**config.mk**
```make
export PLATFORM = sky130hd
export DESIGN_NAME = mem_arbiter
export DESIGN_NICKNAME = d
export VERILOG_FILES = /design/src/pkg_mem.sv /design/src/mem_arbiter.sv
export SDC_FILE = /design/constraint.sdc
export NUM_CORES = 1
export LEC_CHECK = 0
export ABC_AREA = 1
export BUFFER_PORTS_ARGS = -buffer_cell sky130_fd_sc_hd__buf_2
export CAP_MARGIN = 20
export CELL_PAD_IN_SITES_DETAIL_PLACEMENT = 1
export CELL_PAD_IN_SITES_GLOBAL_PLACEMENT = 1
export CORE_MARGIN = 5
export CORE_UTILIZATION = 13
export DETAILED_ROUTE_END_ITERATION = 10
export PLACE_DENSITY = 0.91
export RECOVER_POWER = 100
export REMOVE_ABC_BUFFERS = 1
export SLEW_MARGIN = 20
export SYNTH_ARGS = -nofsm -noshare
export SYNTH_HDL_FRONTEND = slang
export SYNTH_SLANG_ARGS = --single-unit
```
**constraint.sdc**
```tcl
create_clock -name vclk -period 1.6
set_input_delay 0.16 -clock vclk [all_inputs]
set_output_delay 0.16 -clock vclk [all_outputs]
set_load 0.05 [all_outputs]
```
**src/pkg_mem.sv**
```systemverilog
// Memory bus definitions shared by the RAM, its arbiter and the two requesters.
package pkg_mem;

  // ----------------------------------------------------------
  // bus widths
  // ----------------------------------------------------------
  localparam int unsigned XLEN    = 32;       // data and byte address width.
  localparam int unsigned WADDR_W = XLEN - 2; // word address drops the byte offset.
  localparam int unsigned BE_W    = XLEN / 8; // one enable per byte lane.

  // ----------------------------------------------------------
  // request and response
  // ----------------------------------------------------------
  // a request is live in any cycle with rd or we set.
  typedef struct packed {
    logic               rd;    // read strobe.
    logic               we;    // write strobe.
    logic [WADDR_W-1:0] addr;  // word address.
    logic [XLEN-1:0]    wdata; // write data, already on its byte lanes.
    logic [BE_W-1:0]    be;    // byte enables for writes.
  } mem_req_t;

  // the response arrives one cycle after the read strobe.
  typedef struct packed {
    logic            valid; // read data is present this cycle.
    logic [XLEN-1:0] rdata; // the full addressed word.
  } mem_rsp_t;

endpackage

```
**src/mem_arbiter.sv**
```systemverilog
// Fixed-priority RAM arbiter, load/store unit first and fetch port otherwise.
`timescale 1ns/10ps

module mem_arbiter (
  input  logic              i_clk,
  input  pkg_mem::mem_req_t i_lsu_bus,
  input  pkg_mem::mem_req_t i_fetch_bus,
  output pkg_mem::mem_req_t o_ram_req,
  output logic              o_fetch_gnt
);

  logic lsu_active;   // load/store unit asks this cycle.
  logic fetch_active; // fetch port asks this cycle.

  // ----------------------------------------------------------
  // priority select
  // ----------------------------------------------------------
  assign lsu_active   = i_lsu_bus.rd || i_lsu_bus.we;
  assign fetch_active = i_fetch_bus.rd || i_fetch_bus.we;

  // the load/store unit never waits. fetch takes the idle cycles.
  always_comb begin
    if (lsu_active) begin
      o_ram_req = i_lsu_bus;
    end else begin
      o_ram_req = i_fetch_bus; // idle fetch bus carries no strobes.
    end
  end

  assign o_fetch_gnt = fetch_active && !lsu_active;

  // ----------------------------------------------------------
  // checks
  // ----------------------------------------------------------
  a_gnt_excl : assert property (@(posedge i_clk)
    o_fetch_gnt |-> !(i_lsu_bus.rd || i_lsu_bus.we))
    else $error("mem_arbiter: fetch granted over a load/store request.");

  // the fetch side must hold its request while it is being refused.
  a_fetch_hold : assert property (@(posedge i_clk)
    (i_fetch_bus.rd && !o_fetch_gnt) |=> i_fetch_bus.rd)
    else $error("mem_arbiter: fetch request dropped before its grant.");

endmodule

```
==> reports/metrics.yaml <==
grt:
  gr-usage-all-layers_pct: 12.6
  grt_pass1_vias: 2235
  grt_pass1_wl_um: 10600
  overflow: 0
  antenna_found_initial: 0
  grt_max_degree: 38
logic_synthesis:
  yosysSeqAreaShare_pct: 0
  syn_area_per_cell_um2: 4.43
  synth_area_leader_cell: "nand2_1"
  ys.warnings.count: 0
  netlist_area_um2: 1010
  synth_cell_types: 10
  synth_area_leaders: "nand2_1 (51%), o21ai_0 (30%), buf_6 (5.6%), buf_2 (2.5%), o21ai_1 (2.5%)"
  yosysTopAreaCellShare_pct: 51.1
  syn-instance-count: 227
flow_run:
  maxCapViolCount: 0
placed_design:
  place_ws_ps: 249
  io_buffer_count: 205
  placedCellCount: 519
  routabilityCongestion: 0.835
  hpwlAfterDp_um: 5900
status:
  status: "complete, no violations"
layout:
  layout.clock_buffers: 0
  fillers: 1075
  design.seq.count: 0
  most-common-layout-cells: "buf_2 (139), nand2_1 (137), clkbuf_2 (66), o21ai_0 (61), o21ai_1 (5)"
  seqCellArea_um2: 0
  final_common_cell: "buf_2"
  drive_gt1_share_pct: 50.8
  areaGrowthSynthToFinish_pct: 110
  final_cell_count_no_fill: 519
  antenna_cells: 0
  fin_nets: 556
power:
  p_per_area_nw_per_um2: 497
  power.leakage_uw: 0.00134
  peakVddDrop_mv: 0.112
  finalPower_uw: 1050
floorplan:
  initial_core_util_pct: 13.2
  ios: 206
  die_width_um: 98.0
  die-height_um: 98.0
  core-area_um2: 7650
  dieArea_um2: 9600
  fp-row-count: 32
critical_path:
  cp.arrival_ps: 1200
  critical_path_class: "in -> out"
  path_buf_inv: 3
  crit_family: "buffers and inverters"
  endpoint: "o_ram_req[58]"
  end_kind: "primary output"
  slowest_delay_ps: 330
  worstPathCellList: "buf_2, buf_4, o21ai_0, nand2_1, clkbuf_2"
  required_ps: 1440
  crit_path_max_fanout: 32
  startpoint: "i_lsu_bus[67]"
  cp_slowest_cell: "buf_4"
  critical_path_depth: 5
  startpoint_type: "primary input"
detailed_routing:
  drt_pre_antenna_iters: 4
  num_vias: 2205
  drt_iter0_drc: 26
  viasPerCell: 4.25
  routedWlPerCell_um: 13.3
  wl_um: 6880
  ant_nets: 0
  remaining_drc_errors: 0
timing:
  slew_violations: 0
  post-route-min-period_ps: 1360
  layout_setup_ws_ps: 238
  max_freq_ghz: 0.734
  fin_crit_sh_pct: 85.1
  finalSetupViolCount: 0
  hold_violations: 0
  worst_pin_slew_ps: 316
  fin_setup_tns_ps: 0
  relSlewSlack_pct: 79.0
  rsz0062_at_grt: "false"
clock_network:
  cts_hold_buf: 0
  cts_resized: 0
  cts_setup_buffers: 0
worst_hold_path:
  hp-class: "in -> out"
-- worst min-delay path, cell delays in order --
cell,delay [ps]
buf_2,90
nand2_1,50
nand2_1,40
buf_2,200
-- power by group --
group / internal, uW / switching [uW]
combinational: 284 / 764
clock: 0 / 0
sequential: 0 / 0
total: 284 / 764
-- Yosys cell counts --
| cell type | number |
|---|---|
| o21ai_1 | 5 |
| buf_2 | 5 |
| clkbuf_2 | 3 |
| buf_6 | 5 |
| inv_1 | 2 |
| clkbuf_4 | 2 |
| clkbuf_1 | 6 |
| nor2_8 | 1 |
| nand2_1 | 137 |
| o21ai_0 | 61 |
-- how the worst min path moves through the flow --
stage                     depth (start not counted)       startpoint            end  slack (ps)
after global routing                              4  i_fetch_bus[37]  o_ram_req[37]         730
after global placement                            4  i_fetch_bus[19]  o_ram_req[19]         700
after CTS                                         4  i_fetch_bus[53]  o_ram_req[53]         710
final                                             4  i_fetch_bus[37]  o_ram_req[37]         710
after floorplan                                   2    i_lsu_bus[66]  o_ram_req[66]         630
after detailed placement                          4  i_fetch_bus[53]  o_ram_req[53]         710
-- final cells by class --
cell class,count,area (um^2),area share [%]
Inverter,2,7.51,0.356
Timing Repair Buffer,211,1110,52.6
Tap cell,102,128,6.05
Multi-Input combinational cell,204,865,41.0
-- layer usage --
| layer | vias up | track usage [%] | share of wire (%) |
|---|---|---|---|
| met2 | 112 | 25.1 | 52 |
| met3 | 6 | 2.50 | 9.3 |
| met4 | 0 | 0.852 | 0.94 |
| li1 | 1105 | - | - |
| met1 | 982 | 14.3 | 38 |
| met5 | - | 0 | 0 |
-- logic make-up (layout without fill, tap and decap cells) --
kind of cell	Yosys count	in the layout	share of synthesized area, %
AND/OR/NAND/NOR	138	138	53.1
AO/OA/AOI/OAI	66	66	32.8
buffers and inverters	23	213	14.1
-- metrics by stage --
step | utilization (%) | cell area [um^2] | hold WS, ps
after floorplan | - | 872 | 632
after global placement | 27.6 | 2110 | 704
after detailed placement | 27.6 | 2110 | 709
after CTS | 27.6 | 2110 | 709
after global routing | 27.6 | 2110 | 731
final | 27.6 | 2110 | 712
Power figures use the tool's default switching activity.
