<file path="config.mk">
export PLATFORM = sky130hd
export DESIGN_NAME = load_store
export DESIGN_NICKNAME = d
export VERILOG_FILES = /design/src/pkg_defines.sv /design/src/pkg_mem.sv /design/src/load_store.sv
export SDC_FILE = /design/constraint.sdc
export NUM_CORES = 1
export LEC_CHECK = 0
export BUFFER_PORTS_ARGS = -buffer_cell sky130_fd_sc_hd__buf_4
export CAP_MARGIN = 20
export CORE_ASPECT_RATIO = 0.9
export CORE_MARGIN = 1
export CORE_UTILIZATION = 35
export DETAILED_ROUTE_END_ITERATION = 8
export PLACE_DENSITY = 0.77
export SYNTH_ARGS = -nofsm -noshare
export SYNTH_HDL_FRONTEND = slang
export SYNTH_SLANG_ARGS = --single-unit
</file>
<file path="constraint.sdc">
create_clock -name i_clk -period 7.9 [get_ports i_clk]
set_input_delay 0.395 -clock i_clk [delete_from_list [all_inputs] [get_ports i_clk]]
set_output_delay 0.395 -clock i_clk [all_outputs]
set_load 0.01 [all_outputs]
</file>
<file path="src/pkg_defines.sv">
// ISA definitions for the RV32 integer load and store instructions and the unit request.
package pkg_defines;

  // ----------------------------------------------------------
  // memory operation kinds
  // ----------------------------------------------------------
  typedef enum logic [3:0] {
    NONE, // no memory operation.
    LB,   // load byte, sign extended.
    LBU,  // load byte, zero extended.
    LH,   // load halfword, sign extended.
    LHU,  // load halfword, zero extended.
    LW,   // load word.
    SB,   // store byte.
    SH,   // store halfword.
    SW    // store word.
  } instr_name_e;

  // ----------------------------------------------------------
  // request presented to the load/store unit
  // ----------------------------------------------------------
  // the register fields are rv32 wide.
  typedef struct packed {
    instr_name_e instr;      // which load or store to perform.
    logic [31:0] base;       // data_1, the base register value.
    logic [31:0] store_data; // data_2, the value a store writes.
    logic [31:0] imm;        // sign-extended immediate offset.
  } lsu_req_t;

endpackage

</file>
<file path="src/pkg_mem.sv">
// Memory bus definitions shared by the RAM, its arbiter and the two requesters.
package pkg_mem;

  // ----------------------------------------------------------
  // bus widths
  // ----------------------------------------------------------
  localparam int unsigned XLEN    = 32;       // data and byte address width.
  localparam int unsigned WADDR_W = XLEN - 2; // word address drops the byte offset.
  localparam int unsigned BE_W    = XLEN / 8; // one enable per byte lane.

  // ----------------------------------------------------------
  // request and response
  // ----------------------------------------------------------
  // a request is live in any cycle with rd or we set.
  typedef struct packed {
    logic               rd;    // read strobe.
    logic               we;    // write strobe.
    logic [WADDR_W-1:0] addr;  // word address.
    logic [XLEN-1:0]    wdata; // write data, already on its byte lanes.
    logic [BE_W-1:0]    be;    // byte enables for writes.
  } mem_req_t;

  // the response arrives one cycle after the read strobe.
  typedef struct packed {
    logic            valid; // read data is present this cycle.
    logic [XLEN-1:0] rdata; // the full addressed word.
  } mem_rsp_t;

endpackage

</file>
<file path="src/load_store.sv">
// Load/store unit: address generation, store lane placement, load extension and alignment checks.
`timescale 1ns/10ps

module load_store (
  input  logic                    i_clk,
  input  logic                    i_rst,
  input  logic                    i_stb,
  input  pkg_defines::lsu_req_t   i_req,
  input  pkg_mem::mem_rsp_t       i_rsp,
  output pkg_mem::mem_req_t       o_bus,
  output logic                    o_ld_valid,
  output logic [pkg_mem::XLEN-1:0] o_ld_result,
  output logic                    o_misaligned
);
  import pkg_defines::*;
  import pkg_mem::*;

  logic [XLEN-1:0] addr;      // effective byte address.
  logic            is_load;   // the kind reads memory.
  logic            is_store;  // the kind writes memory.
  logic            bad_align; // address offset does not suit the access size.
  logic            ld_pend;   // the next response belongs to this unit.
  logic            mis_q;     // misaligned flag, one cycle late.
  instr_name_e     ld_kind;   // kind of the load in flight.
  logic [1:0]      ld_lane;   // byte offset of the load in flight.
  logic [XLEN-1:0] ld_word;   // response shifted so the addressed byte sits at bit 0.

  // ----------------------------------------------------------
  // request side
  // ----------------------------------------------------------
  assign addr = i_req.base + i_req.imm; // base plus immediate, wraps like the ALU.

  always_comb begin
    is_load   = 1'b0;
    is_store  = 1'b0;
    bad_align = 1'b0;
    case (i_req.instr)
      LB, LBU: is_load = 1'b1; // bytes are never misaligned.
      LH, LHU: begin
        is_load   = 1'b1;
        bad_align = addr[0]; // halfwords need an even address.
      end
      LW: begin
        is_load   = 1'b1;
        bad_align = |addr[1:0]; // words need a multiple of four.
      end
      SB: is_store = 1'b1;
      SH: begin
        is_store  = 1'b1;
        bad_align = addr[0];
      end
      SW: begin
        is_store  = 1'b1;
        bad_align = |addr[1:0];
      end
      default: ; // NONE drives nothing onto the bus.
    endcase
  end

  // a misaligned access raises no strobe, so memory is left untouched.
  always_comb begin
    o_bus       = '0;
    o_bus.rd    = i_stb && is_load && !bad_align;
    o_bus.we    = i_stb && is_store && !bad_align;
    o_bus.addr  = addr[XLEN-1:2];                               // word part of the address.
    o_bus.wdata = i_req.store_data << {addr[1:0], 3'b000};      // move data up to its lane.
    case (i_req.instr)
      SB:      o_bus.be = 4'b0001 << addr[1:0]; // one lane.
      SH:      o_bus.be = 4'b0011 << addr[1:0]; // two lanes, offset is 0 or 2.
      default: o_bus.be = 4'b1111;              // whole word.
    endcase
  end

  // ----------------------------------------------------------
  // response side
  // ----------------------------------------------------------
  always_ff @(posedge i_clk) begin
    if (i_rst) begin
      ld_pend <= 1'b0;
      mis_q   <= 1'b0;
    end else begin
      ld_pend <= o_bus.rd;            // the arbiter never stalls this unit.
      mis_q   <= i_stb && bad_align;  // only loads and stores can set bad_align.
    end
  end

  always_ff @(posedge i_clk) begin
    if (o_bus.rd) begin
      ld_kind <= i_req.instr;
      ld_lane <= addr[1:0];
    end
  end

  assign ld_word = i_rsp.rdata >> {ld_lane, 3'b000}; // aligned loads keep lane in range.

  always_comb begin
    case (ld_kind)
      LB:      o_ld_result = {{(XLEN-8){ld_word[7]}}, ld_word[7:0]};
      LBU:     o_ld_result = {{(XLEN-8){1'b0}}, ld_word[7:0]};
      LH:      o_ld_result = {{(XLEN-16){ld_word[15]}}, ld_word[15:0]};
      LHU:     o_ld_result = {{(XLEN-16){1'b0}}, ld_word[15:0]};
      default: o_ld_result = ld_word; // LW, offset is zero.
    endcase
  end

  assign o_ld_valid   = ld_pend && i_rsp.valid;
  assign o_misaligned = mis_q;

  // ----------------------------------------------------------
  // checks
  // ----------------------------------------------------------
  a_rd_we_excl : assert property (@(posedge i_clk) disable iff (i_rst)
    !(o_bus.rd && o_bus.we))
    else $error("load_store: read and write strobes raised together.");

  // a load always wins arbitration, so the RAM must answer it next cycle.
  a_ld_answered : assert property (@(posedge i_clk) disable iff (i_rst)
    o_bus.rd |=> o_ld_valid)
    else $error("load_store: load issued but no result returned.");

endmodule

</file>
==> metrics.md, run 1 <==
| Metric | Value |
|---|---|
| Final setup fails | `0` |
| Routed Antenna Nets | `0` |
| H-Tree Depth | `1` |
| Total GRT Usage | `23.6%` |
| Syn Inst Count | `474` |
| Crit path capture | `o_bus[64]` |
| Initial Utilization | `36.1%` |
| Final Critical Period | `3.54 ns` |
| Post-CTS sizing | `0` |
| Top_reg_cell synth | `edfxtp_1` |
| Setup crit start | `i_req[64]` |
| Die Wd | `104 um` |
| Detailed Routing Iterations Pass 1 | `4` |
| Avg Synthesized Cell Area | `6.91 um^2` |
| Final Wtd Congestion | `0.983` |
| # nets final | `836` |
| Die Area | `9750 um^2` |
| Core Rows | `33` |
| CTS tree | `yes` |
| Vias in the first global route | `3788` |
| Largest stage delay, worst path | `0.65 ns` |
| First-pass GRT wire length | `18.9 mm` |
| Die Span Y | `93.8 um` |
| Switching Fraction | `44.5%` |
| Slew @ Worst Pin | `0.977 ns` |
| Synth cell types | `49` |
| Setup Fix Bufs, Post-CTS | `0` |
| Total gr overflow | `0` |
| Port bufs | `237` |
| Final hold violations | `0` |
| Total of max-cap violations | `0` |
| Hold buffers post-CTS | `0` |
| Status | `finished clean` |
| Sequential Power Share | `9.4%` |
| I/O pins | `238` |
| RSZ-0062 raised after global routing | `false` |
| Comb pwr share | `81.8%` |
| Wire per inst | `15.6 um` |
| CTS max path bufs | `2` |
| Antenna fix cells | `0` |
| Clk slew on worst S/H paths | `0.04 ns` |
| Largest net degree at the start of global routing | `41` |
| Clock Sinks | `8` |
| Share of layout cells above drive strength 1 | `37.3%` |
| Post-DP HPWL | `10.3 mm` |
| Area grow syn2layout | `51.9%` |
| Register bit total from synthesis | `8` |
| Clock power frac | `8.8%` |
| DR vias/cell | `5.41` |
| HP Start | `i_rst` |
| Max Freq | `0.283 GHz` |
| DRT iter0 DRCs | `199` |
| Slowest-stage cell, CP | `o41ai_2` |
| Buffers & Inverters on Critical Path | `2` |
| Internal power | `316 uW` |
| Critical-path cell list | `buf_4, ha_1, fa_1, a21o_1, a221o_1, nand3_1, nand2_1, o41ai_2, o21ai_0, xor2_1, buf_4` |
| DRC Markers | `0` |
| Slew Limit Headroom | `34.9%` |
| Routed vias | `4265` |
| Num CTS Buffers | `3` |
| Crit Path Max Fanout | `5` |
| Crit. path cell count | `11` |
| Sw power | `254 uW` |
| Synthesized net count | `642` |
| Top delay family on crit path | `compound AO/OA/AOI/OAI gates` |
| Worst IR Drop VDD | `0.0000509 V` |
| Core area | `9080 um^2` |
| CP arrival | `3.14 ns` |
| Fin crit share | `44.8%` |
| Setup crit start kind | `input port` |
| FFs w/ async S/R, synth | `0%` |
| Hold/Removal Path Class | `in2reg` |
| WL final | `12.3 mm` |
| Worst slack, placed | `4.42 ns` |
| Final Worst Setup Slack | `4.36 ns` |
| Synthesized area | `3280 um^2` |
| Most frequent CP cell | `buf_4` |
| CP Data Required Time | `7.51 ns` |
| Number of enable flip-flop cells after synthesis | `6` |
| Static Leakage | `2.52 nW` |
| Sequential fraction of the synthesis area | `6.72%` |
| Clock root buffer | `clkbuf_8` |
| Crit. End Element | `primary output` |
| Pwr/cell area | `114 nW/um^2` |
| TNS Setup | `0 ns` |
| Hold path cells | `2` |
| Initial antenna violation count | `0` |
| CP Class | `in2out` |
| Final Max Slew Viols | `0` |
| Syn. warnings | `0` |
[cells in the mapped netlist, types with 2 or more instances]
cell	instances	area, um^2
xor2_1	13	114
a21o_1	13	97.6
o31ai_1	2	15.0
nand3_1	6	30.0
buf_4	30	225
a221oi_1	2	17.5
and3_1	4	25.0
buf_1	3	11.3
a21oi_1	57	285
nand4_1	4	25.0
o211ai_1	4	30.0
a211oi_1	17	128
a2111oi_0	2	17.5
o21ai_0	37	185
dfxtp_1	2	40.0
o21a_1	5	37.5
and2_1	10	62.6
mux2i_1	33	330
xnor2_1	19	166
ha_1	31	388
inv_1	7	26.3
nand2_1	54	203
clkbuf_1	18	67.6
nor3_1	8	40.0
edfxtp_1	6	180
nor2_1	36	135
nor2b_1	20	125
a31oi_1	4	25.0
mux2_2	2	22.5
o21bai_1	6	45.0
[routing by layer]
| layer | share of wire [%] | global-route usage, % |
|---|---|---|
| met3 | 6.8 | 4.02 |
| met4 | 1.7 | 5.24 |
| met5 | 0 | 0 |
| met2 | 51 | 43.7 |
| met1 | 41 | 28.4 |
[registers in the layout (all words and copies together) (netlist names)]
signal,count
ld_pend,1
o_misaligned,1
ld_lane,2
ld_kind,4
[cell families (layout without fill, tap and decap cells)]
| group | Yosys count | in the layout | share of synthesized area [%] |
|---|---|---|---|
| multiplexers | 35 | 35 | 10.8 |
| flip-flops | 8 | 8 | 6.72 |
| XOR/XNOR | 32 | 32 | 8.55 |
| adder cells (fa/ha/maj) | 32 | 32 | 12.4 |
| AO/OA/AOI/OAI | 159 | 159 | 29.9 |
| buffers and inverters | 59 | 252 | 10.2 |
| AND/OR/NAND/NOR | 149 | 149 | 21.4 |
[worst min-delay path by stage]
stage / to / slack, ns
after floorplan: ld_pend$_SDFF_PP0_ / 0.47
after global placement: ld_pend$_SDFF_PP0_ / 0.56
after detailed placement: ld_pend$_SDFF_PP0_ / 0.57
after CTS: ld_pend$_SDFF_PP0_ / 0.33
after global routing: ld_pend$_SDFF_PP0_ / 0.34
final: ld_pend$_SDFF_PP0_ / 0.34
[power groups by stage]
stage	combinational [mW]	sequential [mW]	clock, mW
after floorplan	0.291	0.0507	0
after global placement	0.458	0.0540	0
after detailed placement	0.463	0.0544	0
after CTS	0.465	0.0537	0.0513
after global routing	0.503	0.0543	0.0530
final	0.465	0.0537	0.0502
[final cells by class]
cell class	instances	area, um^2
clock buffer	4	45.0
fill	893	4110
inverter	7	26.3
multi-input combinational	407	2720
sequential	8	220
tap	122	153
timing repair buffer	241	1810
[through the flow]
| stage | std cells | util, % | cell area, um^2 | hold WS, ns | total power, mW |
|---|---|---|---|---|---|
| 2_1_floorplan | 474 | - | 3280 | 0.467 | 0.342 |
| 6_report | 789 | 54.8 | 4980 | 0.335 | 0.569 |
| 5_1_grt | 789 | 54.8 | 4980 | 0.340 | 0.611 |
| 4_1_cts | 789 | 54.8 | 4980 | 0.332 | 0.570 |
| 3_5_place_dp | 785 | 54.3 | 4930 | 0.568 | 0.517 |
| 3_3_place_gp | 785 | 54.3 | 4930 | 0.560 | 0.512 |
[cell usage in the layout (no fill, tap or decap), types with 2 or more instances in the layout]
master,synthesis,final
and3_1,4,4
and2_1,10,10
nand2_1,54,54
inv_1,7,7
nor3_1,8,8
o21a_1,5,5
o31ai_1,2,2
mux2_2,2,2
dfxtp_1,2,2
a211oi_1,17,17
o21bai_1,6,6
xor2_1,13,13
edfxtp_1,6,6
buf_4,30,241
a21oi_1,57,57
ha_1,31,31
a221oi_1,2,2
o211ai_1,4,4
mux2i_1,33,33
nand3_1,6,6
nor2_1,36,36
nor2b_1,20,20
clkbuf_8,0,3
o21ai_0,37,37
xnor2_1,19,19
a31oi_1,4,4
nand4_1,4,4
a21o_1,13,13
Power figures use the tool's default switching activity.
==> inputs of run 2 (changes only) <==
Clock period 7.9 ns to 3.4 ns, I/O delays scaled along.
==> run 2 against run 1 <==
Net effect: largest cell class unchanged; worst hold slack lost 0.23 ns; highest routed layer unchanged; clock-buffer cell count is the same; via count shrank 0.23%; cell count grew 0.25%; clock power grew 140%; sequential cell count is the same; critical path depth is the same; setup slack lost 4.0 ns; global-route usage grew 1.7 points; routed wire length grew 4.5%.
==> metrics.md, run 2 (same netlist as run 1, synthesis figures left out) <==
| Metric | Value |
|---|---|
| RSZ-0062 raised after global routing | `false` |
| Largest stage delay, worst path | `0.61 ns (-0.04 ns)` |
| H-Tree Depth | `1 (unchanged)` |
| Crit Path Max Fanout | `5 (unchanged)` |
| Top reg by flops | `ld_kind` |
| Top flop regs | `ld_kind x4, ld_lane x2` |
| Routed Antenna Nets | `0 (unchanged)` |
| CP Class | `in2out` |
| Final Critical Period | `3.01 ns` |
| Pwr/cell area | `269 nW/um^2 (+130%)` |
| Most frequent CP cell | `buf_4` |
| Detailed Routing Iterations Pass 1 | `5 (+1)` |
| Share of layout cells above drive strength 1 | `37.5% (+0.19 points)` |
| CTS tree | `yes` |
| HP Start | `i_rst` |
| Clock root buffer | `clkbuf_8` |
| Clock Sinks | `8 (unchanged)` |
| DRC Markers | `0 (unchanged)` |
| CP Data Required Time | `3.23 ns (-4.28 ns)` |
| Core area | `9080 um^2 (unchanged)` |
| Static Leakage | `2.53 nW (+0.40%)` |
| Setup crit start kind | `input port` |
| Initial antenna violation count | `0 (unchanged)` |
| Fin crit share | `88.7%` |
| Routed vias | `4255 (-0.23%)` |
| Commonest non-fill, non-tap cell in the layout | `buf_4` |
| Max Freq | `0.332 GHz` |
| Setup Fix Bufs, Post-CTS | `0 (unchanged)` |
| Critical-path cell list | `buf_4, ha_1, fa_1, a21o_1, a221o_1, nand3_1, nand2_1, o41ai_2, o21ai_0, xor2_1, buf_4` |
| Final setup fails | `0 (unchanged)` |
| Setup crit start | `i_req[0]` |
| Num CTS Buffers | `3 (unchanged)` |
| Total of max-cap violations | `0 (unchanged)` |
| Vias in the first global route | `3928 (+3.7%)` |
| Fin util | `54.9% (+0.17 points)` |
| Die Wd | `104 um (unchanged)` |
| Hold/Removal Path Class | `in2reg` |
| DRT iter0 DRCs | `191 (-4.0%)` |
| Post-CTS sizing | `0 (unchanged)` |
| CP arrival | `2.84 ns (-0.30 ns)` |
| Hold buffers post-CTS | `0 (unchanged)` |
| Die Span Y | `93.8 um (unchanged)` |
| Worst IR Drop VDD | `0.000135 V (+160%)` |
| Final hold violations | `0 (unchanged)` |
| Clk slew on worst S/H paths | `0.04 ns (about the same)` |
| Slew Limit Headroom | `48.6% (+14 points)` |
| DR vias/cell | `5.38 (-0.49%)` |
| WL final | `12.8 mm (+4.5%)` |
| Die Area | `9750 um^2 (unchanged)` |
| Total gr overflow | `0 (unchanged)` |
| Total GRT Usage | `25.2% (+1.7 points)` |
| First-pass GRT wire length | `20.0 mm (+5.7%)` |
| Initial Utilization | `36.1% (unchanged)` |
| Status | `finished clean` |
| Area grow syn2layout | `52.3%` |
| Max reg flops | `4 (unchanged)` |
| TNS Setup | `0 ns (unchanged)` |
| I/O pins | `238 (unchanged)` |
| Final Max Slew Viols | `0 (unchanged)` |
| Port bufs | `237 (unchanged)` |
| Post-DP HPWL | `10.9 mm (+5.4%)` |
| Slew @ Worst Pin | `0.769 ns (-0.207 ns)` |
| Post-route insts no fill | `791 (+0.25%)` |
| CTS max path bufs | `2 (unchanged)` |
| Final Wtd Congestion | `1.02 (+4.0%)` |
| Crit. End Element | `primary output` |
| # nets final | `838 (+0.24%)` |
| Largest net degree at the start of global routing | `34 (-17%)` |
| Slowest-stage cell, CP | `o41ai_2` |
| Antenna fix cells | `0 (unchanged)` |
| Placed Cells | `787 (+0.25%)` |
| Core Rows | `33 (unchanged)` |
| Wire per inst | `16.2 um (+4.3%)` |
| Highest-count cells in the layout ignoring fill and taps | `buf_4, a21oi_1, nand2_1` |
run 2: final timing paths:
check,slack [ns],cells past startpoint,end
setup / recovery,0.39,11,o_bus[64]
hold / removal,0.10,2,ld_pend$_SDFF_PP0_
run 2: layout make-up:
| class | instances | area [um^2] |
|---|---|---|
| flip-flops and latches | 8 | 220 |
| repair buffers | 243 | 1820 |
| well taps | 122 | 153 |
| clock buffers | 4 | 45.0 |
| inverters | 7 | 26.3 |
| multi-input cells | 407 | 2720 |
| fillers | 884 | 4090 |
run 2: metrics by stage:
stage,instance area (um^2),setup WS [ns],hold WS [ns],power (mW)
final,4990,0.386,0.101,1.34
after global routing,4990,0.223,0.107,1.44
after CTS,4990,0.395,0.0980,1.34
after detailed placement,4950,0.418,0.345,1.21
after global placement,4950,0.415,0.335,1.20
after floorplan,3280,0.0229,0.242,0.794
run 2: report_power, final:
group / leakage [nW] / internal, mW / switching [mW] / total, mW
sequential: 0.0714 / 0.113 / 0.00942 / 0.122
clock: 0.0228 / 0.0814 / 0.0395 / 0.121
combinational: 2.43 / 0.544 / 0.554 / 1.10
total: 2.53 / 0.739 / 0.603 / 1.34
run 2: routing by layer:
| metal | vias up | track usage, % | part of all wire, % |
|---|---|---|---|
| met5 | - | 0 | 0 |
| met2 | 159 | 45.1 | 49 |
| li1 | 2088 | - | - |
| met4 | 0 | 7.98 | 2.0 |
| met1 | 1986 | 31.2 | 43 |
| met3 | 22 | 3.88 | 6.1 |
run 2: worst max-delay path: cells and delay by family:
family / cells / cell delay (ns)
compound gates: 4 / 1.40
xor+xnor: 1 / 0.18
fa+ha+maj: 2 / 0.65
buf+inv: 2 / 0.26
simple gates: 2 / 0.19
