### config.mk
export PLATFORM = sky130hd
export DESIGN_NAME = fetch_port
export DESIGN_NICKNAME = d
export VERILOG_FILES = /design/src/pkg_mem.sv /design/src/fetch_port.sv
export SDC_FILE = /design/constraint.sdc
export NUM_CORES = 1
export LEC_CHECK = 0
export ABC_AREA = 1
export BUFFER_PORTS_ARGS = -buffer_cell sky130_fd_sc_hd__buf_2
export CORE_MARGIN = 2
export CORE_UTILIZATION = 37
export DETAILED_ROUTE_END_ITERATION = 8
export PLACE_DENSITY_LB_ADDON = 0.3
export SLEW_MARGIN = 0
export SYNTH_ARGS = -nofsm -noshare
export SYNTH_HDL_FRONTEND = slang
export SYNTH_SLANG_ARGS = --single-unit
### constraint.sdc
create_clock -name i_clk -period 1 [get_ports i_clk]
set_input_delay 0.15 -clock i_clk [delete_from_list [all_inputs] [get_ports i_clk]]
set_output_delay 0.15 -clock i_clk [all_outputs]
set_load 0.03 [all_outputs]
### src/pkg_mem.sv
// Memory bus definitions shared by the RAM, its arbiter and the two requesters.
package pkg_mem;

  // ----------------------------------------------------------
  // bus widths
  // ----------------------------------------------------------
  localparam int unsigned XLEN    = 32;       // data and byte address width.
  localparam int unsigned WADDR_W = XLEN - 2; // word address drops the byte offset.
  localparam int unsigned BE_W    = XLEN / 8; // one enable per byte lane.

  // ----------------------------------------------------------
  // request and response
  // ----------------------------------------------------------
  // a request is live in any cycle with rd or we set.
  typedef struct packed {
    logic               rd;    // read strobe.
    logic               we;    // write strobe.
    logic [WADDR_W-1:0] addr;  // word address.
    logic [XLEN-1:0]    wdata; // write data, already on its byte lanes.
    logic [BE_W-1:0]    be;    // byte enables for writes.
  } mem_req_t;

  // the response arrives one cycle after the read strobe.
  typedef struct packed {
    logic            valid; // read data is present this cycle.
    logic [XLEN-1:0] rdata; // the full addressed word.
  } mem_rsp_t;

endpackage

### src/fetch_port.sv
// Fetch requester that holds one word read until the arbiter grants it, then returns the word.
`timescale 1ns/10ps

module fetch_port (
  input  logic                     i_clk,
  input  logic                     i_rst,
  input  logic                     i_stb,
  input  logic [pkg_mem::XLEN-1:0] i_addr,
  input  logic                     i_gnt,
  input  pkg_mem::mem_rsp_t        i_rsp,
  output pkg_mem::mem_req_t        o_bus,
  output logic                     o_valid,
  output logic [pkg_mem::XLEN-1:0] o_data
);
  import pkg_mem::*;

  logic               pend;   // a read is waiting for the RAM.
  logic [WADDR_W-1:0] addr_q; // word address of the waiting read.
  logic               own;    // the next response is this port's.

  // the request goes up in the strobe cycle itself, so a free RAM grants at once.
  always_comb begin
    o_bus      = '0;
    o_bus.rd   = pend || i_stb;
    o_bus.addr = pend ? addr_q : i_addr[XLEN-1:2];
    o_bus.be   = '1; // whole word, ignored by reads.
  end

  always_ff @(posedge i_clk) begin
    if (i_stb) begin
      addr_q <= i_addr[XLEN-1:2];
    end
  end

  always_ff @(posedge i_clk) begin
    if (i_rst) begin
      pend <= 1'b0;
      own  <= 1'b0;
    end else begin
      pend <= o_bus.rd && !i_gnt; // keep asking until granted.
      own  <= i_gnt;              // granted read answers next cycle.
    end
  end

  assign o_valid = own && i_rsp.valid;
  assign o_data  = i_rsp.rdata;

  // only one fetch may be outstanding.
  a_one_pending : assert property (@(posedge i_clk) disable iff (i_rst)
    i_stb |-> !pend)
    else $error("fetch_port: new fetch strobed while one is pending.");

endmodule

==> results of run 1 <==
## how the worst min path moves through the flow
stage	from	to	slack, ps	depth (start not counted)
floorplan	i_rst	own	220	1
global placement	i_rsp[16]	o_data[16]	300	0
finish	i_rst	own	30	2
detailed placement	i_rsp[16]	o_data[16]	300	0
CTS	i_rst	own	20	2
global route	i_rst	own	40	2
## sequential cells by signal (all words and copies together), names as in the netlist
register / cells
addr_q: 30
own: 1
pend: 1
## logic make-up (layout without fill, tap and decap cells)
kind of cell           Yosys count  in the layout  synth area share
and+or+nand+nor                 95             95            0.1905
buffers and inverters           80             89            0.3028
other                            2             37          0.004012
DFF                             32             32            0.5027
## cells in the mapped netlist
master | count | area (um2)
buf_4 | 69 | 518.0
nor2_1 | 3 | 11.26
inv_2 | 1 | 3.750
buf_2 | 6 | 30.03
nand2_1 | 92 | 345.3
dfxtp_1 | 2 | 40.04
edfxtp_1 | 30 | 900.9
inv_1 | 4 | 15.01
conb_1 | 2 | 7.510
## layer usage
| layer | part of all wire | vias up |
|---|---|---|
| met5 | 0 | - |
| met4 | 0.032 | 0 |
| met3 | 0.085 | 17 |
| met2 | 0.50 | 71 |
| met1 | 0.38 | 611 |
| li1 | - | 626 |
## critical path: stages (launching register included)
cell,delay [ps]
dfxtp_4,400
inv_8,60
clkbuf_16,160
nand2_4,60
nand2_2,50
buf_6,130
## layout make-up
type                       instances  area [um2]
tap                               67       83.83
clock buffer                       7       76.32
sequential                        32       944.7
clock inverter                     1       5.005
fill                             470        2359
timing repair buffer              76       663.1
multi-input combinational        132       628.1
inverter                           5       26.28
## report_power, final
group | switching [mW] | leakage, nW | internal (mW)
sequential | 0.0291 | 0.311 | 1.58
combinational | 0.661 | 0.830 | 0.359
clock | 0.457 | 0.0422 | 0.488
total | 1.15 | 1.18 | 2.42
## placed cells by master, fill, tap and decap left out, types with 2 or more instances in the layout
master,Yosys,routed
buf_12,0,2
edfxtp_1,30,30
inv_1,4,4
buf_4,69,5
buf_6,0,32
conb_1,2,37
clkbuf_8,0,5
nand2_1,92,56
buf_2,6,34
clkbuf_1,0,2
nand2_2,0,29
buf_8,0,2
nor2_1,3,2
nand2_4,0,7
## per-stage QoR
stage	instances	TNS, ps	hold slack, ps
2_1_floorplan	244	0	222.4
3_5_place_dp	310	-1473	300.2
6_report	320	-8549	30.96
5_1_grt	320	-10260	35.34
4_1_cts	319	-8418	22.32
3_3_place_gp	310	-1434	300.2
## timing repair
item                                    4_1_cts  5_1_grt
gates cloned                                  1        1
pin swaps                                     2        5
endpoints found under the setup margin       32       31
gates resized for setup                      77       42
==> key figures, run 1 <==
Placement
  – Dpl hpwl: roughly 2.5 mm
  – PortBufs: 66
  – GPL Wtd Cong: just under 0.7
  – Post-Place Cell Area: approximately 0.0020 mm2
  – Dpl ws: -75.95 ps

Cells and area
  – Fin area: between 0.002 and 0.0025 mm2
  – Final nets: roughly 320
  – Layout area overhead: 29.68%
  – Final design utilization: 0.5072
  – Fraction of layout cells with a size suffix above 1: 0.4783
  – Diodes inserted: 0

Run
  – Number of max-capacitance violations reported: 0

Synth
  – Yosys warns: 0
  – Unique cell type count in the Yosys netlist: 9
  – Mapped Cells: ~210
  – Syn avg cell area: approximately 9.0 um2
  – Sequential share of the synthesized area: 0.5027
  – Yosys reg bits: 32
  – Cell Area, Synth: 0.001872 mm2

Timing
  – Max-slew violation count: 0
  – Fmax achieved: roughly 770 MHz
  – RSZ-0062 raised after global routing: true
  – PnR worst setup slack: -298.7 ps
  – Final Critical Period: around 1300 ps
  – Finish-stage setup viols: 31
  – Final hold viol count: 0
  – Clock skew: 0 ps
  – Final Cycle Share: 1.299

CTS
  – CTS sink count: 32
  – CTS H-tree depth: 2
  – Clock slew at reported path FFs: about 60 ps
  – Clock tree buffer depth: 2
  – Worst-Skew Late Latency: roughly 280 ps
  – # hold bufs at CTS: 0
  – CTS tree: done
  – Num CTS Buffers: 5
  – Post-CTS Setup Repair Bufs: 0
  – Root buffer cell: clkbuf_8

Floorplan
  – # IOs: 170
  – Die height: 75.13 um
  – Chip width: about 75 um
  – Core area: ~0.0048 mm2
  – Starting Density: 0.3911
  – Std-Cell Rows: 25
  – Die area: 0.005644 mm2

Route
  – WL final: a little under 4 mm
  – DR vias: between 1000 and 1500
  – Detailed-route wire length per cell: approximately 12 um
  – DRC viols: 0
  – Number of DRC markers in iteration 0: 45
  – Drt pass-1 iters: 4
  – Via-to-Cell Ratio: 4.141
  – ANT nets after route: 0

GRT
  – Met2 track demand over resource: 0.2086
  – Vias in the first global route: between 1000 and 1500
  – Grt met3 use: 0.04819
  – All-layer global routing usage: 0.1330
  – Largest net degree at the start of global routing: 18
  – Initial antenna violation count: 0
  – First-pass GRT wire length: between 5 and 6 mm
  – Gr busiest metal: met2
  – GR Util met1: 0.1544
  – GR Overflow Total: 0

Hold path
  – Worst min-delay path category: input pin to flip-flop

Power
  – Leakage power: roughly 1.2 nW
  – PnR Total Power: about 3.6 mW
  – P per Cell Area: around 1500 mW/mm2
  – Peak VDD IR: around 0.00075 V

Critical path
  – CP Launch Type: flip-flop
  – CP Data Required Time: between 800 and 900 ps
  – Crit path to: o_bus[44]
  – Worst r2r src: pend
  – R2R Setup Slk: ~210 ps
  – Crit end category: output pin
  – Crit path DAT: 1150 ps
  – Crit-path max FO: 6
  – Critical Path Start: pend
  – Crit path kind: flip-flop to output pin
  – Worst R2R Path Depth: 3
  – FF-to-FF End: pend

Status
  – Failing checks: setup timing
  – Run status: complete, but fails checks
No activity file was read; power rests on OpenSTA's default activity.
==> run 2, diff against run 1 <==
--- a/config.mk
+++ b/config.mk
@@ -11,6 +11,8 @@
 export CORE_UTILIZATION = 37
 export DETAILED_ROUTE_END_ITERATION = 8
 export PLACE_DENSITY_LB_ADDON = 0.3
+export RECOVER_POWER = 100
+export SETUP_SLACK_MARGIN = 0.4
 export SLEW_MARGIN = 0
 export SYNTH_ARGS = -nofsm -noshare
 export SYNTH_HDL_FRONTEND = slang
==> key figures, run 2 (synthesis results as in run 1) <==
Critical path
  – CP Data Required Time: 850 ps (about the same)
  – Worst r2r src: pend
  – Worst R2R Path Depth: 3 (unchanged)
  – R2R Setup Slk: 210 ps (about the same)
  – Crit path kind: flip-flop to output pin
  – CP Launch Type: flip-flop
  – FF-to-FF End: pend
  – Crit end category: output pin
  – Crit path DAT: 1160 ps (about the same)
  – Crit-path max FO: 12 (+6)

Route
  – WL final: 3.818 mm (-2.7%)
  – ANT nets after route: 0 (unchanged)
  – Detailed-route wire length per cell: 11.89 um (-3.0%)
  – Drt pass-1 iters: 4 (unchanged)
  – DR vias: 1305 (-1.5%)
  – DRC viols: 0 (unchanged)
  – Via-to-Cell Ratio: 4.065 (-1.8%)
  – Number of DRC markers in iteration 0: 27 (-40%)

Placement
  – Dpl hpwl: 2.576 mm (+2.3%)
  – PortBufs: 66 (unchanged)
  – Post-Place Cell Area: 0.002168 mm2 (+11%)
  – GPL Wtd Cong: 0.6400 (-5.0%)

Floorplan
  – Std-Cell Rows: 25 (unchanged)
  – # IOs: 170 (unchanged)
  – Die height: 75.13 um (unchanged)
  – Starting Density: 0.3911 (unchanged)
  – Chip width: 75.13 um (unchanged)
  – Die area: 0.005644 mm2 (unchanged)
  – Core area: 0.004786 mm2 (unchanged)

Hold path
  – Worst min-delay path category: input pin to flip-flop
  – Min-Delay Endpoint: own
  – Hold path depth: 2 (unchanged)
  – Hold path startpoint: i_rst

Cells and area
  – Fraction of layout cells with a size suffix above 1: 0.4685 (-0.009757)
  – Diodes inserted: 0 (unchanged)
  – Final nets: 322 (+0.31%)
  – Max reg flops: 30 (unchanged)
  – Most frequent cells in the layout: 37 x conb_1, 36 x nand2_4, 32 x clkbuf_1
  – Layout area overhead: 38.24%
  – Biggest register: addr_q
  – Fin area: 0.002587 mm2 (+6.6%)
  – Most common cell after layout, fill and taps aside: conb_1
  – Top flop regs: addr_q (30), own (1), pend (1)

Run
  – Number of max-capacitance violations reported: 0 (unchanged)

CTS
  – CTS tree: done
  – Worst-Skew Late Latency: 280 ps (about the same)
  – CTS H-tree depth: 2 (unchanged)
  – Clock tree buffer depth: 2 (unchanged)
  – Clock slew at reported path FFs: 70 ps (about the same)
  – CTS sink count: 32 (unchanged)
  – Post-CTS Setup Repair Bufs: 0 (unchanged)
  – Root buffer cell: clkbuf_8
  – Num CTS Buffers: 5 (unchanged)

Timing
  – Final Critical Period: 1315 ps (+16.07 ps)
  – Fmax achieved: 760.6 MHz (-1.2%)
  – Clock skew: 0 ps (unchanged)
  – Final hold viol count: 0 (unchanged)
  – RSZ-0062 raised after global routing: true
  – Max-slew violation count: 0 (unchanged)
  – Final Cycle Share: 1.315 (+0.01607)
  – Setup TNS: -9016 ps (-467.1 ps)
  – PnR worst setup slack: -314.7 ps (-16.07 ps)
  – Finish-stage setup viols: 31 (unchanged)

Status
  – Failing checks: setup timing
  – Run status: complete, but fails checks

GRT
  – Vias in the first global route: 1275 (+6.5%)
  – All-layer global routing usage: 0.1430 (+0.01002)
  – First-pass GRT wire length: 5.968 mm (+9.4%)
  – Initial antenna violation count: 0 (unchanged)
  – Largest net degree at the start of global routing: 18 (unchanged)
  – GR Overflow Total: 0 (unchanged)

Power
  – PnR Total Power: 3.881 mW (+8.7%)
  – Leakage power: 1.138 nW (-3.8%)
  – Peak VDD IR: 0.001247 V (+67%)
  – P per Cell Area: 1500 mW/mm2 (+2.0%)
run 2: worst max-delay path, stage by stage (launching register included):
cell,delay (ps)
dfxtp_4,410
buf_6,160
nand2_1,100
nand2_4,70
buf_4,150
run 2: routing by layer:
layer	vias up	GRT usage	wire, um
met5	-	0	0
li1	629	-	-
met4	0	0.05357	41
met1	600	0.1736	1515
met3	7	0.05221	325
met2	69	0.2329	1936
run 2: worst max-delay path by stage:
stage	startpoint	to	slack (ps)	cells after the start
final	pend	o_bus[52]	-310	4
after global routing	pend	o_bus[51]	-370	4
after floorplan	pend	o_bus[36]	140	4
after global placement	pend	o_bus[55]	-50	5
after detailed placement	pend	o_bus[57]	-70	5
after CTS	pend	o_bus[57]	-330	4
run 2: per-stage QoR:
stage / utilization / hold WS, ps / cells / setup slack [ps]
finish: 0.5407 / 33.06 / 321 / -314.7
global route: 0.5407 / 42.16 / 321 / -368.9
CTS: 0.5472 / 22.57 / 321 / -326.6
detailed placement: 0.4531 / 300.2 / 310 / -67.90
global placement: 0.4531 / 300.2 / 310 / -54.68
floorplan: - / 222.4 / 244 / 140.6
run 2: final cells by class:
class	instances	area [um2]
Multi-Input combinational cell	132	835.8
Inverter	5	26.28
Clock buffer	6	72.57
Timing Repair Buffer	77	589.3
Tap cell	67	83.83
Sequential cell	32	944.7
Clock inverter	2	35.03
Fill cell	455	2198
run 2: power breakdown:
group / internal (mW) / switching, mW / total [mW]
registers: 1.58 / 0.0307 / 1.61
logic: 0.358 / 0.710 / 1.07
clock network: 0.739 / 0.467 / 1.21
run 2: timing repair:
action | in CTS | in global routing
gates resized for setup | 104 | 6
gates cloned | 3 | 0
endpoints found under the setup margin | 33 | 33
hold buffers | 0 | 0
==> run 3, diff against run 2 <==
--- a/config.mk
+++ b/config.mk
@@ -17,3 +17,4 @@
 export SYNTH_ARGS = -nofsm -noshare
 export SYNTH_HDL_FRONTEND = slang
 export SYNTH_SLANG_ARGS = --single-unit
+export TNS_END_PERCENT = 5
==> constraint.sdc (replaced) <==
create_clock -name i_clk -period 1 [get_ports i_clk]
set_input_delay 0.1 -clock i_clk [delete_from_list [all_inputs] [get_ports i_clk]]
set_output_delay 0.1 -clock i_clk [all_outputs]
set_load 0.03 [all_outputs]
==> key figures, run 3 (synthesis results as in run 1) <==
Floorplan
  – Std-Cell Rows: 25 (unchanged)
  – # IOs: 170 (unchanged)
  – Chip width: 75.13 um (unchanged)
  – Starting Density: 0.3911 (unchanged)
  – Die height: 75.13 um (unchanged)
  – Core area: 0.004786 mm2 (unchanged)
  – Die area: 0.005644 mm2 (unchanged)

Timing
  – Setup TNS: -7213 ps (+1803 ps)
  – Final hold viol count: 1 (+1)
  – Fmax achieved: 797.2 MHz (+4.8%)
  – Clock skew: 0 ps (unchanged)
  – Max-slew violation count: 0 (unchanged)
  – RSZ-0062 raised after global routing: true
  – WHS: -28.97 ps (-62.04 ps)
  – Final Critical Period: 1254 ps (-60.37 ps)
  – PnR worst setup slack: -254.4 ps (+60.37 ps)
  – Finish-stage setup viols: 31 (unchanged)
  – Final Cycle Share: 1.254 (-0.06037)

Critical path
  – Crit path DAT: 1150 ps (about the same)
  – Crit-path max FO: 5 (-7)
  – Crit path kind: flip-flop to output pin
  – Crit end category: output pin
  – CP Data Required Time: 900 ps (+50 ps)
  – Worst R2R Path Depth: 3 (unchanged)
  – CP Launch Type: flip-flop

Route
  – Drt pass-1 iters: 3 (-1)
  – WL final: 3.939 mm (+3.2%)
  – Via-to-Cell Ratio: 4.187 (+3.0%)
  – DR vias: 1344 (+3.0%)
  – DRC viols: 0 (unchanged)
  – ANT nets after route: 0 (unchanged)
  – Detailed-route wire length per cell: 12.27 um (+3.2%)
  – Number of DRC markers in iteration 0: 54 (+100%)

Cells and area
  – Filler cells: 462 (+1.5%)
  – Most common cell after layout, fill and taps aside: nand2_1
  – Max reg flops: 30 (unchanged)
  – Fraction of layout cells with a size suffix above 1: 0.4528 (-0.01575)
  – Layout area overhead: 36.97%
  – Fin area: 0.002564 mm2 (-0.92%)
  – Diodes inserted: 0 (unchanged)
  – Multi-input logic area: 783.3 um2 (-6.3%)
  – FF/Latch Area: 945.9 um2 (+0.13%)
  – Final nets: 322 (unchanged)
  – Biggest register: addr_q
  – Most frequent cells in the layout: 40 x nand2_1, 37 x conb_1, 33 x buf_6
  – Top flop regs: addr_q (30), own (1), pend (1)

CTS
  – CTS H-tree depth: 2 (unchanged)
  – Root buffer cell: clkbuf_8
  – CTS sink count: 32 (unchanged)
  – Clock slew at reported path FFs: 70 ps (about the same)
  – Worst-Skew Late Latency: 280 ps (about the same)
  – CTS tree: done
  – Num CTS Buffers: 5 (unchanged)
  – Clock tree buffer depth: 2 (unchanged)

Status
  – Run status: complete, but fails checks
  – Failing checks: hold timing, setup timing

GRT
  – First-pass GRT wire length: 5.713 mm (-4.3%)
  – GR Overflow Total: 0 (unchanged)
  – Initial antenna violation count: 0 (unchanged)
  – Largest net degree at the start of global routing: 17 (-1)
  – All-layer global routing usage: 0.1366 (-0.006450)
  – Vias in the first global route: 1254 (-1.6%)

Power
  – PnR Total Power: 4.027 mW (+3.8%)
  – Leakage power: 1.148 nW (+0.88%)
  – Peak VDD IR: 0.0007627 V (-39%)
  – P per Cell Area: 1571 mW/mm2 (+4.7%)

Placement
  – GPL Wtd Cong: 0.6465 (+1.0%)
  – PortBufs: 66 (unchanged)
  – Post-Place Cell Area: 0.002196 mm2 (+1.3%)
  – Dpl hpwl: 2.831 mm (+9.9%)

Hold path
  – Worst min-delay path category: input pin to flip-flop
  – Hold path depth: 2 (unchanged)

Run
  – Number of max-capacitance violations reported: 0 (unchanged)
[run 3: cell count changes in the layout (fill, tap and decap cells not counted), sizes merged]
cell and change:
buf +4, clkinv -1, clkbuf -3
[run 3: per-layer routing]
metal | track usage | part of all wire
met5 | 0 | 0
met4 | 0.05357 | 0.014
met3 | 0.06024 | 0.10
met2 | 0.2173 | 0.51
met1 | 0.1626 | 0.38
[run 3: worst paths after layout]
path	slack, ps	startpoint	to
worst max register to register	230	pend	pend
worst min-delay path	-30	i_rst	own
worst min register to register	700	pend	pend
worst max-delay path	-250	pend	o_bus[62]
[run 3: layout make-up]
class | instances | share of cell area
clock buffer | 7 | 0.03758
clock inverter | 1 | 0.01171
inverter | 5 | 0.009273
multi-input combinational | 132 | 0.3055
sequential | 32 | 0.3690
tap | 67 | 0.03270
timing repair buffer | 77 | 0.2343
[run 3: critical path, cell delays in order (launching register included)]
cell and delay [ps]:
dfxtp_4 400, inv_6 60, buf_6 130, nand2_1 100, nand2_4 50, buf_6 130
[run 3: metrics by stage]
stage / setup WS (ps) / std cells / util
2_1_floorplan: 190.6 / 244 / -
3_5_place_dp: -20.54 / 312 / 0.4588
6_report: -254.4 / 321 / 0.5357
3_3_place_gp: -5.735 / 312 / 0.4588
5_1_grt: -314.0 / 321 / 0.5357
4_1_cts: -261.2 / 320 / 0.5341
[run 3: power breakdown]
part	switching, mW	internal [mW]
Clock	0.483	0.879
Sequential	0.0294	1.58
Combinational	0.699	0.359
Total	1.21	2.81
[run 3: timing repair]
action,CTS,global route
pin swaps,1,2
setup buffers,0,0
resized for setup,76,26
endpoints found under the hold margin,8,4
cloned,0,1
setup endpoints to repair,33,33
